--- src/hdl/ppuBusPkg.sv ---
package ppuBusPkg;

   localparam int CpuAddrWidth = 16;
   localparam int DataWidth = 8;
   localparam int VramAddrWidth = 13;                    // Offset from VramBase.

   // CPU window onto the external VRAM.
   localparam logic [CpuAddrWidth-1:0] VramBase = 16'h8000;
   localparam logic [CpuAddrWidth-1:0] VramLast = 16'h9FFF;

   localparam logic [CpuAddrWidth-1:0] RegLcdc = 16'hFF40;
   localparam logic [CpuAddrWidth-1:0] RegStat = 16'hFF41;
   localparam logic [CpuAddrWidth-1:0] RegLy = 16'hFF44;   // Read only.
   localparam logic [CpuAddrWidth-1:0] RegLyc = 16'hFF45;
   localparam logic [CpuAddrWidth-1:0] RegBgp = 16'hFF47;

   // Background tile maps, 32x32 entries each.
   localparam logic [VramAddrWidth-1:0] MapBase0 = 13'h1800;
   localparam logic [VramAddrWidth-1:0] MapBase1 = 13'h1C00;

   localparam logic [VramAddrWidth-1:0] TileBaseUnsigned = 13'h0000;
   localparam logic [VramAddrWidth-1:0] TileBaseSigned = 13'h0800;  // Index offset by 8'h80.

   localparam logic [DataWidth-1:0] LockedData = 8'hFF;   // VRAM read while mode 3 owns the port.

endpackage

--- src/hdl/ppuVideoPkg.sv ---
package ppuVideoPkg;

   localparam int ScreenWidth = 160;
   localparam int TileCount = 20;                        // Tiles per visible line.
   localparam int DotsPerLine = 456;
   localparam int OamScanEnd = 80;
   localparam int TransferEnd = 252;

   typedef enum logic [1:0] {
      HBlank   = 2'd0,
      VBlank   = 2'd1,
      OamScan  = 2'd2,
      Transfer = 2'd3
   } lcdMode_e;

   typedef struct packed {
      logic       displayOn;
      logic [1:0] reservedHigh;                          // Window and sprite bits, unused here.
      logic       tileDataUnsigned;
      logic       mapSelect;
      logic [2:0] reservedLow;
   } lcdcFields_t;

   typedef union packed {
      logic [7:0]  raw;
      lcdcFields_t fields;
   } lcdc_u;

   typedef logic [3:0][1:0] bgPalette_t;                 // Shade per colour number.

   typedef logic [ScreenWidth-1:0] linePlane_t;

   function automatic logic [1:0] tileColour(logic [7:0] low, logic [7:0] high, int pixel);
      return {high[7 - pixel], low[7 - pixel]};          // Leftmost pixel is bit 7.
   endfunction

   function automatic logic [1:0] paletteShade(bgPalette_t palette, logic [1:0] colour);
      return palette[colour];
   endfunction

endpackage

--- src/hdl/vramIf.sv ---
`timescale 1ns/1ps

interface vramIf #(
   parameter int AddrWidth = 13,
   parameter int DataWidth = 8
) ();

   logic                 req;                            // Renderer owns the port.
   logic [AddrWidth-1:0] addr;
   logic                 rd;
   logic [DataWidth-1:0] data;

   modport fetcher (output req, output addr, output rd, input data);
   modport arbiter (input req, input addr, input rd, output data);

endinterface

--- src/hdl/ppuCtrlIf.sv ---
`timescale 1ns/1ps

interface ppuCtrlIf import ppuBusPkg::*, ppuVideoPkg::*; ();

   lcdc_u                lcdc;
   logic [3:0]           statEnable;                     // LYC, mode 2, mode 1, mode 0.
   logic [DataWidth-1:0] lyc;
   bgPalette_t           bgp;
   logic [DataWidth-1:0] ly;
   lcdMode_e             mode;

   modport regs (output lcdc, output statEnable, output lyc, output bgp, input ly, input mode);
   modport timing (input lcdc, input statEnable, input lyc, output ly, output mode);
   modport fetcher (input lcdc, input ly, input mode);
   modport composer (input bgp, input ly, input mode);

endinterface

--- src/hdl/cpuBusInterface.sv ---
`timescale 1ns/1ps

module cpuBusInterface import ppuBusPkg::*, ppuVideoPkg::*; (
   input  logic                     clock,
   input  logic                     arstN,
   input  logic [CpuAddrWidth-1:0]  cpuAddr,
   input  logic [DataWidth-1:0]     cpuWriteData,
   input  logic                     cpuSelect,
   input  logic                     cpuWrite,
   input  logic                     cpuRead,
   output logic [DataWidth-1:0]     cpuReadData,
   ppuCtrlIf.regs                   ctrl,
   vramIf.arbiter                   vram,
   output logic [VramAddrWidth-1:0] vramAddr,
   output logic [DataWidth-1:0]     vramWriteData,
   input  logic [DataWidth-1:0]     vramReadData,
   output logic                     vramWrite,
   output logic                     vramRead
);

   lcdc_u                   lcdcReg;
   logic [3:0]              statEnableReg;
   logic [DataWidth-1:0]    lycReg;
   bgPalette_t              bgpReg;
   logic                    regWrite;
   logic                    vramHit;
   logic                    lycMatch;
   logic                    readPending;
   logic                    readLocked;
   logic [CpuAddrWidth-1:0] vramOffset;

   assign regWrite = cpuSelect && cpuWrite;
   assign vramHit = cpuSelect && (cpuAddr >= VramBase) && (cpuAddr <= VramLast);
   assign vramOffset = cpuAddr - VramBase;
   assign lycMatch = (ctrl.ly == lycReg);

   always_ff @(posedge clock or negedge arstN) begin
      if (!arstN) begin
         lcdcReg.raw <= '0;
         statEnableReg <= '0;
         lycReg <= '0;
         bgpReg <= '0;
      end else if (regWrite) begin
         unique case (cpuAddr)
            RegLcdc: lcdcReg.raw <= cpuWriteData;
            RegStat: statEnableReg <= cpuWriteData[6:3];  // Low bits are status only.
            RegLyc:  lycReg <= cpuWriteData;
            RegBgp:  bgpReg <= cpuWriteData;
            default: ;
         endcase
      end
   end

   // Synchronous VRAM answers one cycle after the strobe.
   always_ff @(posedge clock or negedge arstN) begin
      if (!arstN) begin
         readPending <= 1'b0;
         readLocked <= 1'b0;
      end else begin
         readPending <= vramHit && cpuRead;
         readLocked <= vram.req;
      end
   end

   always_comb begin
      cpuReadData = '1;                                  // Unmapped and dropped registers.
      if (readPending) begin
         cpuReadData = readLocked ? LockedData : vramReadData;
      end else begin
         unique case (cpuAddr)
            RegLcdc: cpuReadData = lcdcReg.raw;
            RegStat: cpuReadData = {1'b1, statEnableReg, lycMatch, ctrl.mode};
            RegLy:   cpuReadData = ctrl.ly;
            RegLyc:  cpuReadData = lycReg;
            RegBgp:  cpuReadData = bgpReg;
            default: ;
         endcase
      end
   end

   assign vramAddr = vram.req ? vram.addr : vramOffset[VramAddrWidth-1:0];
   assign vramRead = vram.req ? vram.rd : (vramHit && cpuRead);
   assign vramWrite = !vram.req && vramHit && cpuWrite;   // CPU writes dropped in mode 3.
   assign vramWriteData = cpuWriteData;
   assign vram.data = vramReadData;

   assign ctrl.lcdc = lcdcReg;
   assign ctrl.statEnable = statEnableReg;
   assign ctrl.lyc = lycReg;
   assign ctrl.bgp = bgpReg;

endmodule

--- src/hdl/lcdTiming.sv ---
`timescale 1ns/1ps

module lcdTiming import ppuBusPkg::*, ppuVideoPkg::*; #(
   parameter int VisibleLines = 144,
   parameter int LinesPerFrame = 154
) (
   input  logic     clock,
   input  logic     arstN,
   ppuCtrlIf.timing ctrl,
   output logic     vblankIrq,
   output logic     statIrq
);

   logic [8:0]           dotCount;
   logic [DataWidth-1:0] lyCount;
   lcdMode_e             mode;

   always_ff @(posedge clock or negedge arstN) begin
      if (!arstN) begin
         dotCount <= '0;
         lyCount <= '0;
      end else if (ctrl.lcdc.fields.displayOn) begin
         if (dotCount == DotsPerLine - 1) begin
            dotCount <= '0;
            if (lyCount == LinesPerFrame - 1) begin
               lyCount <= '0;
            end else begin
               lyCount <= lyCount + 1'b1;
            end
         end else begin
            dotCount <= dotCount + 1'b1;
         end
      end
   end

   always_comb begin
      if (!ctrl.lcdc.fields.displayOn) begin
         mode = HBlank;
      end else if (lyCount >= VisibleLines) begin
         mode = VBlank;
      end else if (dotCount < OamScanEnd) begin
         mode = OamScan;
      end else if (dotCount < TransferEnd) begin
         mode = Transfer;
      end else begin
         mode = HBlank;
      end
   end

   always_ff @(posedge clock or negedge arstN) begin
      if (!arstN) begin
         vblankIrq <= 1'b0;
      end else if (mode == VBlank) begin
         vblankIrq <= 1'b1;
      end else if (mode == OamScan) begin
         vblankIrq <= 1'b0;                              // Cleared as line 0 starts its OAM scan.
      end
   end

   assign statIrq = (ctrl.statEnable[3] && (lyCount == ctrl.lyc))
                 || (ctrl.statEnable[2] && (mode == OamScan))
                 || (ctrl.statEnable[1] && (mode == VBlank))
                 || (ctrl.statEnable[0] && (mode == HBlank));

   assign ctrl.ly = lyCount;
   assign ctrl.mode = mode;

endmodule

--- src/hdl/bgTileFetcher.sv ---
`timescale 1ns/1ps

module bgTileFetcher import ppuBusPkg::*, ppuVideoPkg::*; (
   input  logic                 clock,
   input  logic                 arstN,
   ppuCtrlIf.fetcher            ctrl,
   vramIf.fetcher               vram,
   output logic                 tileValid,
   output logic [4:0]           tileIndex,
   output logic [DataWidth-1:0] tileLow,
   output logic [DataWidth-1:0] tileHigh
);

   logic                     active;
   logic [2:0]               step;
   logic [4:0]               tileCount;                  // Runs one past TileCount when done.
   logic [DataWidth-1:0]     tileNum;
   logic [DataWidth-1:0]     rowTile;
   logic [DataWidth-1:0]     rowIndex;
   logic [VramAddrWidth-1:0] tileBase;
   logic [VramAddrWidth-1:0] mapAddr;
   logic [VramAddrWidth-1:0] rowAddr;
   logic [VramAddrWidth-1:0] addrReg;
   logic                     rdReg;

   assign active = (ctrl.mode == Transfer);

   always_comb begin
      mapAddr = (ctrl.lcdc.fields.mapSelect ? MapBase1 : MapBase0)
              + {3'b0, ctrl.ly[7:3], 5'b0} + {8'b0, tileCount};
      rowTile = (step == 3'd2) ? vram.data : tileNum;
      if (ctrl.lcdc.fields.tileDataUnsigned) begin
         rowIndex = rowTile;
         tileBase = TileBaseUnsigned;
      end else begin
         rowIndex = rowTile + 8'h80;
         tileBase = TileBaseSigned;
      end
      rowAddr = tileBase + {1'b0, rowIndex, 4'b0} + {9'b0, ctrl.ly[2:0], step == 3'd4};
   end

   // Tile t issues its map read at step 0; its high byte arrives at step 0 of tile t+1.
   always_ff @(posedge clock or negedge arstN) begin
      if (!arstN) begin
         step <= '0;
         tileCount <= '0;
         addrReg <= '0;
         rdReg <= 1'b0;
         tileValid <= 1'b0;
         tileIndex <= '0;
      end else if (!active) begin
         step <= '0;
         tileCount <= '0;
         rdReg <= 1'b0;
         tileValid <= 1'b0;
      end else begin
         tileValid <= 1'b0;
         rdReg <= 1'b0;
         unique case (step)
            3'd0: begin
               if ((tileCount != 0) && (tileCount <= TileCount)) begin
                  tileValid <= 1'b1;
                  tileIndex <= tileCount - 1'b1;
               end
               if (tileCount < TileCount) begin
                  addrReg <= mapAddr;
                  rdReg <= 1'b1;
                  step <= 3'd1;
               end else if (tileCount == TileCount) begin
                  tileCount <= tileCount + 1'b1;
               end
            end
            3'd2, 3'd4: begin
               addrReg <= rowAddr;
               rdReg <= 1'b1;
               step <= step + 1'b1;
            end
            3'd5: begin
               step <= '0;
               tileCount <= tileCount + 1'b1;
            end
            default: step <= step + 1'b1;
         endcase
      end
   end

   always_ff @(posedge clock) begin
      if (active) begin
         if (step == 3'd2) begin
            tileNum <= vram.data;
         end
         if (step == 3'd4) begin
            tileLow <= vram.data;
         end
         if (step == 3'd0) begin
            tileHigh <= vram.data;                       // Paired with tileValid.
         end
      end
   end

   assign vram.req = active;
   assign vram.addr = addrReg;
   assign vram.rd = rdReg;

endmodule

--- src/hdl/lineComposer.sv ---
`timescale 1ns/1ps

module lineComposer import ppuBusPkg::*, ppuVideoPkg::*; #(
   parameter int VisibleLines = 144
) (
   input  logic                 clock,
   input  logic                 arstN,
   ppuCtrlIf.composer           ctrl,
   input  logic                 tileValid,
   input  logic [4:0]           tileIndex,
   input  logic [DataWidth-1:0] tileLow,
   input  logic [DataWidth-1:0] tileHigh,
   output linePlane_t           linePlane0,
   output linePlane_t           linePlane1,
   output logic                 lineReady
);

   lcdMode_e   prevMode;
   logic [7:0] shadeLow;
   logic [7:0] shadeHigh;
   logic       oamEntry;

   always_comb begin
      logic [1:0] shade;
      for (int i = 0; i < 8; i++) begin
         shade = paletteShade(ctrl.bgp, tileColour(tileLow, tileHigh, i));
         shadeLow[i] = shade[0];
         shadeHigh[i] = shade[1];
      end
   end

   always_ff @(posedge clock or negedge arstN) begin
      if (!arstN) begin
         prevMode <= HBlank;
      end else begin
         prevMode <= ctrl.mode;
      end
   end

   assign oamEntry = (ctrl.mode == OamScan) && (prevMode != OamScan);
   assign lineReady = (ctrl.mode == HBlank) && (prevMode == Transfer)
                   && (ctrl.ly < VisibleLines);          // First HBlank cycle only.

   always_ff @(posedge clock) begin
      if (oamEntry) begin
         linePlane0 <= '0;
         linePlane1 <= '0;
      end else if (tileValid) begin
         linePlane0[8 * tileIndex +: 8] <= shadeLow;
         linePlane1[8 * tileIndex +: 8] <= shadeHigh;
      end
   end

endmodule

--- src/hdl/ppuTop.sv ---
`timescale 1ns/1ps

module ppuTop import ppuBusPkg::*, ppuVideoPkg::*; #(
   parameter int VisibleLines = 144,
   parameter int LinesPerFrame = 154
) (
   input  logic                     clock,
   input  logic                     arstN,
   input  logic [CpuAddrWidth-1:0]  cpuAddr,
   input  logic [DataWidth-1:0]     cpuWriteData,
   input  logic                     cpuSelect,
   input  logic                     cpuWrite,
   input  logic                     cpuRead,
   output logic [DataWidth-1:0]     cpuReadData,
   output logic [VramAddrWidth-1:0] vramAddr,
   output logic [DataWidth-1:0]     vramWriteData,
   input  logic [DataWidth-1:0]     vramReadData,
   output logic                     vramWrite,
   output logic                     vramRead,
   output logic                     vblankIrq,
   output logic                     statIrq,
   output logic [DataWidth-1:0]     ly,
   output linePlane_t               linePlane0,
   output linePlane_t               linePlane1,
   output logic                     lineReady
);

   logic                 tileValid;
   logic [4:0]           tileIndex;
   logic [DataWidth-1:0] tileLow;
   logic [DataWidth-1:0] tileHigh;

   vramIf #(.AddrWidth(VramAddrWidth), .DataWidth(DataWidth)) vramBus ();
   ppuCtrlIf ctrlBus ();

   assign ly = ctrlBus.ly;

   cpuBusInterface u_cpuBus (
      .clock, .arstN, .cpuAddr, .cpuWriteData, .cpuSelect, .cpuWrite, .cpuRead, .cpuReadData,
      .ctrl(ctrlBus), .vram(vramBus),
      .vramAddr, .vramWriteData, .vramReadData, .vramWrite, .vramRead
   );

   lcdTiming #(.VisibleLines(VisibleLines), .LinesPerFrame(LinesPerFrame)) u_timing (
      .clock, .arstN, .ctrl(ctrlBus), .vblankIrq, .statIrq
   );

   bgTileFetcher u_fetcher (
      .clock, .arstN, .ctrl(ctrlBus), .vram(vramBus), .tileValid, .tileIndex, .tileLow, .tileHigh
   );

   lineComposer #(.VisibleLines(VisibleLines)) u_composer (
      .clock, .arstN, .ctrl(ctrlBus), .tileValid, .tileIndex, .tileLow, .tileHigh,
      .linePlane0, .linePlane1, .lineReady
   );

endmodule

--- config.mk ---
export PLATFORM = sky130hd
export DESIGN_NAME = ppuTop
export DESIGN_NICKNAME = d
export VERILOG_FILES = /design/src/hdl/ppuBusPkg.sv /design/src/hdl/ppuVideoPkg.sv /design/src/hdl/vramIf.sv /design/src/hdl/ppuCtrlIf.sv /design/src/hdl/cpuBusInterface.sv /design/src/hdl/lcdTiming.sv /design/src/hdl/bgTileFetcher.sv /design/src/hdl/lineComposer.sv /design/src/hdl/ppuTop.sv
export SDC_FILE = /design/constraint.sdc
export NUM_CORES = 1
export LEC_CHECK = 0
export ABC_AREA = 1
export CORE_MARGIN = 2
export CORE_UTILIZATION = 58
export DETAILED_ROUTE_END_ITERATION = 8
export DONT_BUFFER_PORTS = 1
export PLACE_DENSITY = 0.77
export SLEW_MARGIN = 10
export SYNTH_ARGS = -nofsm -noshare
export SYNTH_HDL_FRONTEND = slang
export SYNTH_SLANG_ARGS = --single-unit
--- constraint.sdc ---
create_clock -name clock -period 3.1 [get_ports clock]
set_input_delay 0.62 -clock clock [delete_from_list [all_inputs] [get_ports clock]]
set_output_delay 0.62 -clock clock [all_outputs]
set_load 0.02 [all_outputs]
==> metrics.md <==
| Metric | Value |
|---|---|
| Sequential share of the synthesized area | `46.2%` |
| Pleak | `10.8 nW` |
| Die width | `188 um` |
| Worst Setup End Kind | `output port` |
| DRC | `0` |
| Cell with the most instances after synthesis | `nand2_1` |
| Tightest Pin Transition | `0.869 ns` |
| Status | `finished clean` |
| Placed wire-length estimate | `~46,000 um` |
| Worst vdd ir | `422 uV` |
| Initial core utilization | `58.8%` |
| ANT nets after route | `0` |
| CTS tree | `yes` |
| # diodes | `0` |
| Multi-input gate area | `8930 um2` |
| Vias in the first global route | `16,900` |
| Slew Limit Fails | `0` |
| Number of synthesized flops with an enable pin | `24` |
| Slew Limit Headroom | `about two fifths` |
| Core Area | `33,400 um2` |
| TritonRoute pass-1 iters | `6` |
| RePlAce Congestion | `0.934` |
| Grt ovf | `0` |
| Routed vias | `18,700` |
| FF/Latch Area | `between 9000 and 10,000 um2` |
| Syn Area/Cell | `6.86 um2` |
| # clock sinks | `422` |
| Syn_nets | `a little under 3,000` |
| Layout area overhead | `10.4%` |
| Final setup vio count | `0` |
| Final instance area | `21,700 um2` |
| WS Path Type | `reg2out` |
| Max clock buf depth | `3` |
| Cells after Synth | `2,867` |
| Root Driver | `clkbuf_16` |
| Post-synth ARST share | `18.5%` |
| Area contributors post-synth | `dfxtp_1 33%, nand2_1 13%, nor2_1 13%` |
| Num ports | `399` |
| Synthesis Warnings | `0` |
| Pwr Total | `11.0 mW` |
| Post-place instance area | `20,100 um2` |
| Largest net degree at the start of global routing | `123` |
| Synth cell count leaders | `705 x nand2_1, 693 x nor2_1, 320 x dfxtp_1` |
| Inserted Clock Buffers | `44` |
| Largest area contributor in the netlist | `dfxtp_1` |
| Initial antenna violation count | `1` |
| Routed WL | `between 60,000 and 70,000 um` |
| Top cell type's share of synthesized area | `32.6%` |
| Max H-tree Level | `2` |
| DR vias/cell | `roughly 5.6` |
| RSZ-0062 raised after global routing | `no` |
| Hold crit path type | `in2reg` |
| Post-synthesis cell area | `19,700 um2` |
| Clock Pin Slew Worst Setup and Hold Paths | `~0.060 ns` |
| Row Count | `between 60 and 70` |
| Final #Nets | `around 2,900` |
| CP Data Arrival Time | `2.37 ns` |
| Layout Skew | `approximately 0.014 ns` |
| Synth unique cells | `39` |
| Die ar. | `between 30,000 and 40,000 um2` |
| 1st-iter DRT viols | `2,007` |
| Largest fanout on the critical path | `17` |
| Max Fclk | `about 0.33 GHz` |
| Max_cap viols | `0` |
| Share of layout cells above drive strength 1 | `7.69%` |
| IO Port Bufs | `0` |
| Fill cell count | `2,980` |
| Clk_lat worst skew | `0.55 ns` |
| Setup crit start kind | `register` |
| #FFs+latches synth | `around 420` |
| Power per cell area | `507 nW/um2` |
| Final period utilization | `96.4%` |
| First-pass GRT wire length | `96,700 um` |
| Main synth FF type | `dfxtp_1` |
| Chip height | `188 um` |
| Setup TNS Final | `0 ns` |
| Worst endpoint required time | `2.48 ns` |
| Wirelength per Cell | `between 15 and 20 um` |
| GRT Util Overall | `34.7%` |
| Minimum clock period | `about 3 ns` |
| Hold Fails Final Rpt | `0` |
[cells by family after synthesis]
family,Yosys count,synth area share (%)
AND/OR/NAND/NOR,1655,34.2
flip-flops,422,46.2
buffers and inverters,411,8.78
AO/OA/AOI/OAI,344,8.94
adder cells (fa/ha/maj),18,1.15
XOR/XNOR,16,0.713
multiplexers,1,0.0573
[cell type report]
type,count,share of cell area (%)
inverters,239,4.16
clock buffers,60,5.72
clock inverters,18,1.05
multi-input cells,2034,41.1
flip-flops and latches,422,41.8
repair buffers,86,3.52
well taps,448,2.58
[report_power, final]
part           internal [mW]  switching [mW]
registers               5.49         0.00758
clock network           3.23            2.19
logic                 0.0267          0.0654
total                   8.74            2.26
[through the flow]
step           worst slack, ns  std cells  hold WS, ns  util (%)
2_1_floorplan           0.0833       2867        0.324         -
3_3_place_gp             0.225       3221        0.328      60.0
3_5_place_dp             0.167       3221        0.327      60.0
4_1_cts                0.00152       3303        0.151      64.7
5_1_grt               0.000279       3307        0.148      64.9
6_report                 0.113       3307        0.168      64.9
[worst paths after layout]
| kind | cells after the start | slack [ns] | endpoint | startpoint |
|---|---|---|---|---|
| worst min-delay path | 0 | 0.17 | u_fetcher.tileHigh[7]$_DFFE_PP_ | vramReadData[7] |
| worst max-delay path | 10 | 0.11 | vramAddr[11] | u_timing.ctrl.ly[5]$_DFFE_PN0P_ |
| min in group asynchronous | 2 | 0.60 | u_timing.ctrl.ly[1]$_DFFE_PN0P_ | arstN |
| max in group asynchronous | 2 | 2.12 | u_fetcher.tileIndex[3]$_DFFE_PN0P_ | arstN |
| worst max register to register | 14 | 0.16 | u_composer.linePlane1[24]$_SDFFE_PP0P_ | u_fetcher.tileIndex[0]$_DFFE_PN0P_ |
| worst min register to register | 2 | 0.49 | u_fetcher.tileIndex[1]$_DFFE_PN0P_ | u_fetcher.tileIndex[1]$_DFFE_PN0P_ |
[what timing repair did]
item / in CTS / in global routing
hold endpoints to repair: 78 / 0
gates resized for setup: 9 / 15
setup buffers: 2 / 3
pin swaps: 1 / 4
hold buffers: 2 / 0
setup endpoints to repair: 16 / 40
cloned: 0 / 1
[critical path, stage by stage, from the launching register on]
cell and delay (ns):
dfrtp_1 0.38, inv_2 0.08, nand2_1 0.09, o21ai_2 0.23
nand2_2 0.11, nor2_4 0.17, ha_4 0.21, buf_4 0.14
clkbuf_16 0.17, nand2_1 0.06, nand2_1 0.17
[sequential cells by signal, summed over array words and instances, names as in the netlist]
register / cells
u_composer.linePlane0: 160
u_composer.linePlane1: 160
u_fetcher.vram.addr: 13
u_timing.dotCount: 9
u_cpuBus.ctrl.bgp: 8
u_cpuBus.ctrl.lcdc: 8
u_cpuBus.ctrl.lyc: 8
u_fetcher.tileHigh: 8
u_fetcher.tileLow: 8
u_fetcher.tileNum: 8
u_timing.ctrl.ly: 8
u_fetcher.tileCount: 5
u_fetcher.tileIndex: 5
u_cpuBus.ctrl.statEnable: 4
u_fetcher.step: 3
u_composer.prevMode: 2
u_cpuBus.readLocked: 1
u_cpuBus.readPending: 1
u_fetcher.tileValid: 1
u_fetcher.vram.rd: 1
u_timing.vblankIrq: 1
[cell usage in the layout, fill, tap and decap left out, types with 46 or more instances in the layout]
cell,n
dfxtp_1,320
inv_1,222
buf_4,76
a21oi_1,96
nand3_1,163
dfrtp_1,77
nand2_1,701
clkbuf_16,46
o21ai_0,222
nor2_1,688
[layer usage]
layer | up-vias | GRT usage (%) | part of all wire (%)
met2 | 1045 | 53.8 | 45
met5 | - | 0 | 0.028
met3 | 182 | 10.8 | 12
li1 | 8886 | - | -
met1 | 8543 | 44.8 | 39
met4 | 2 | 15.0 | 4.3
Power figures use the tool's default switching activity.
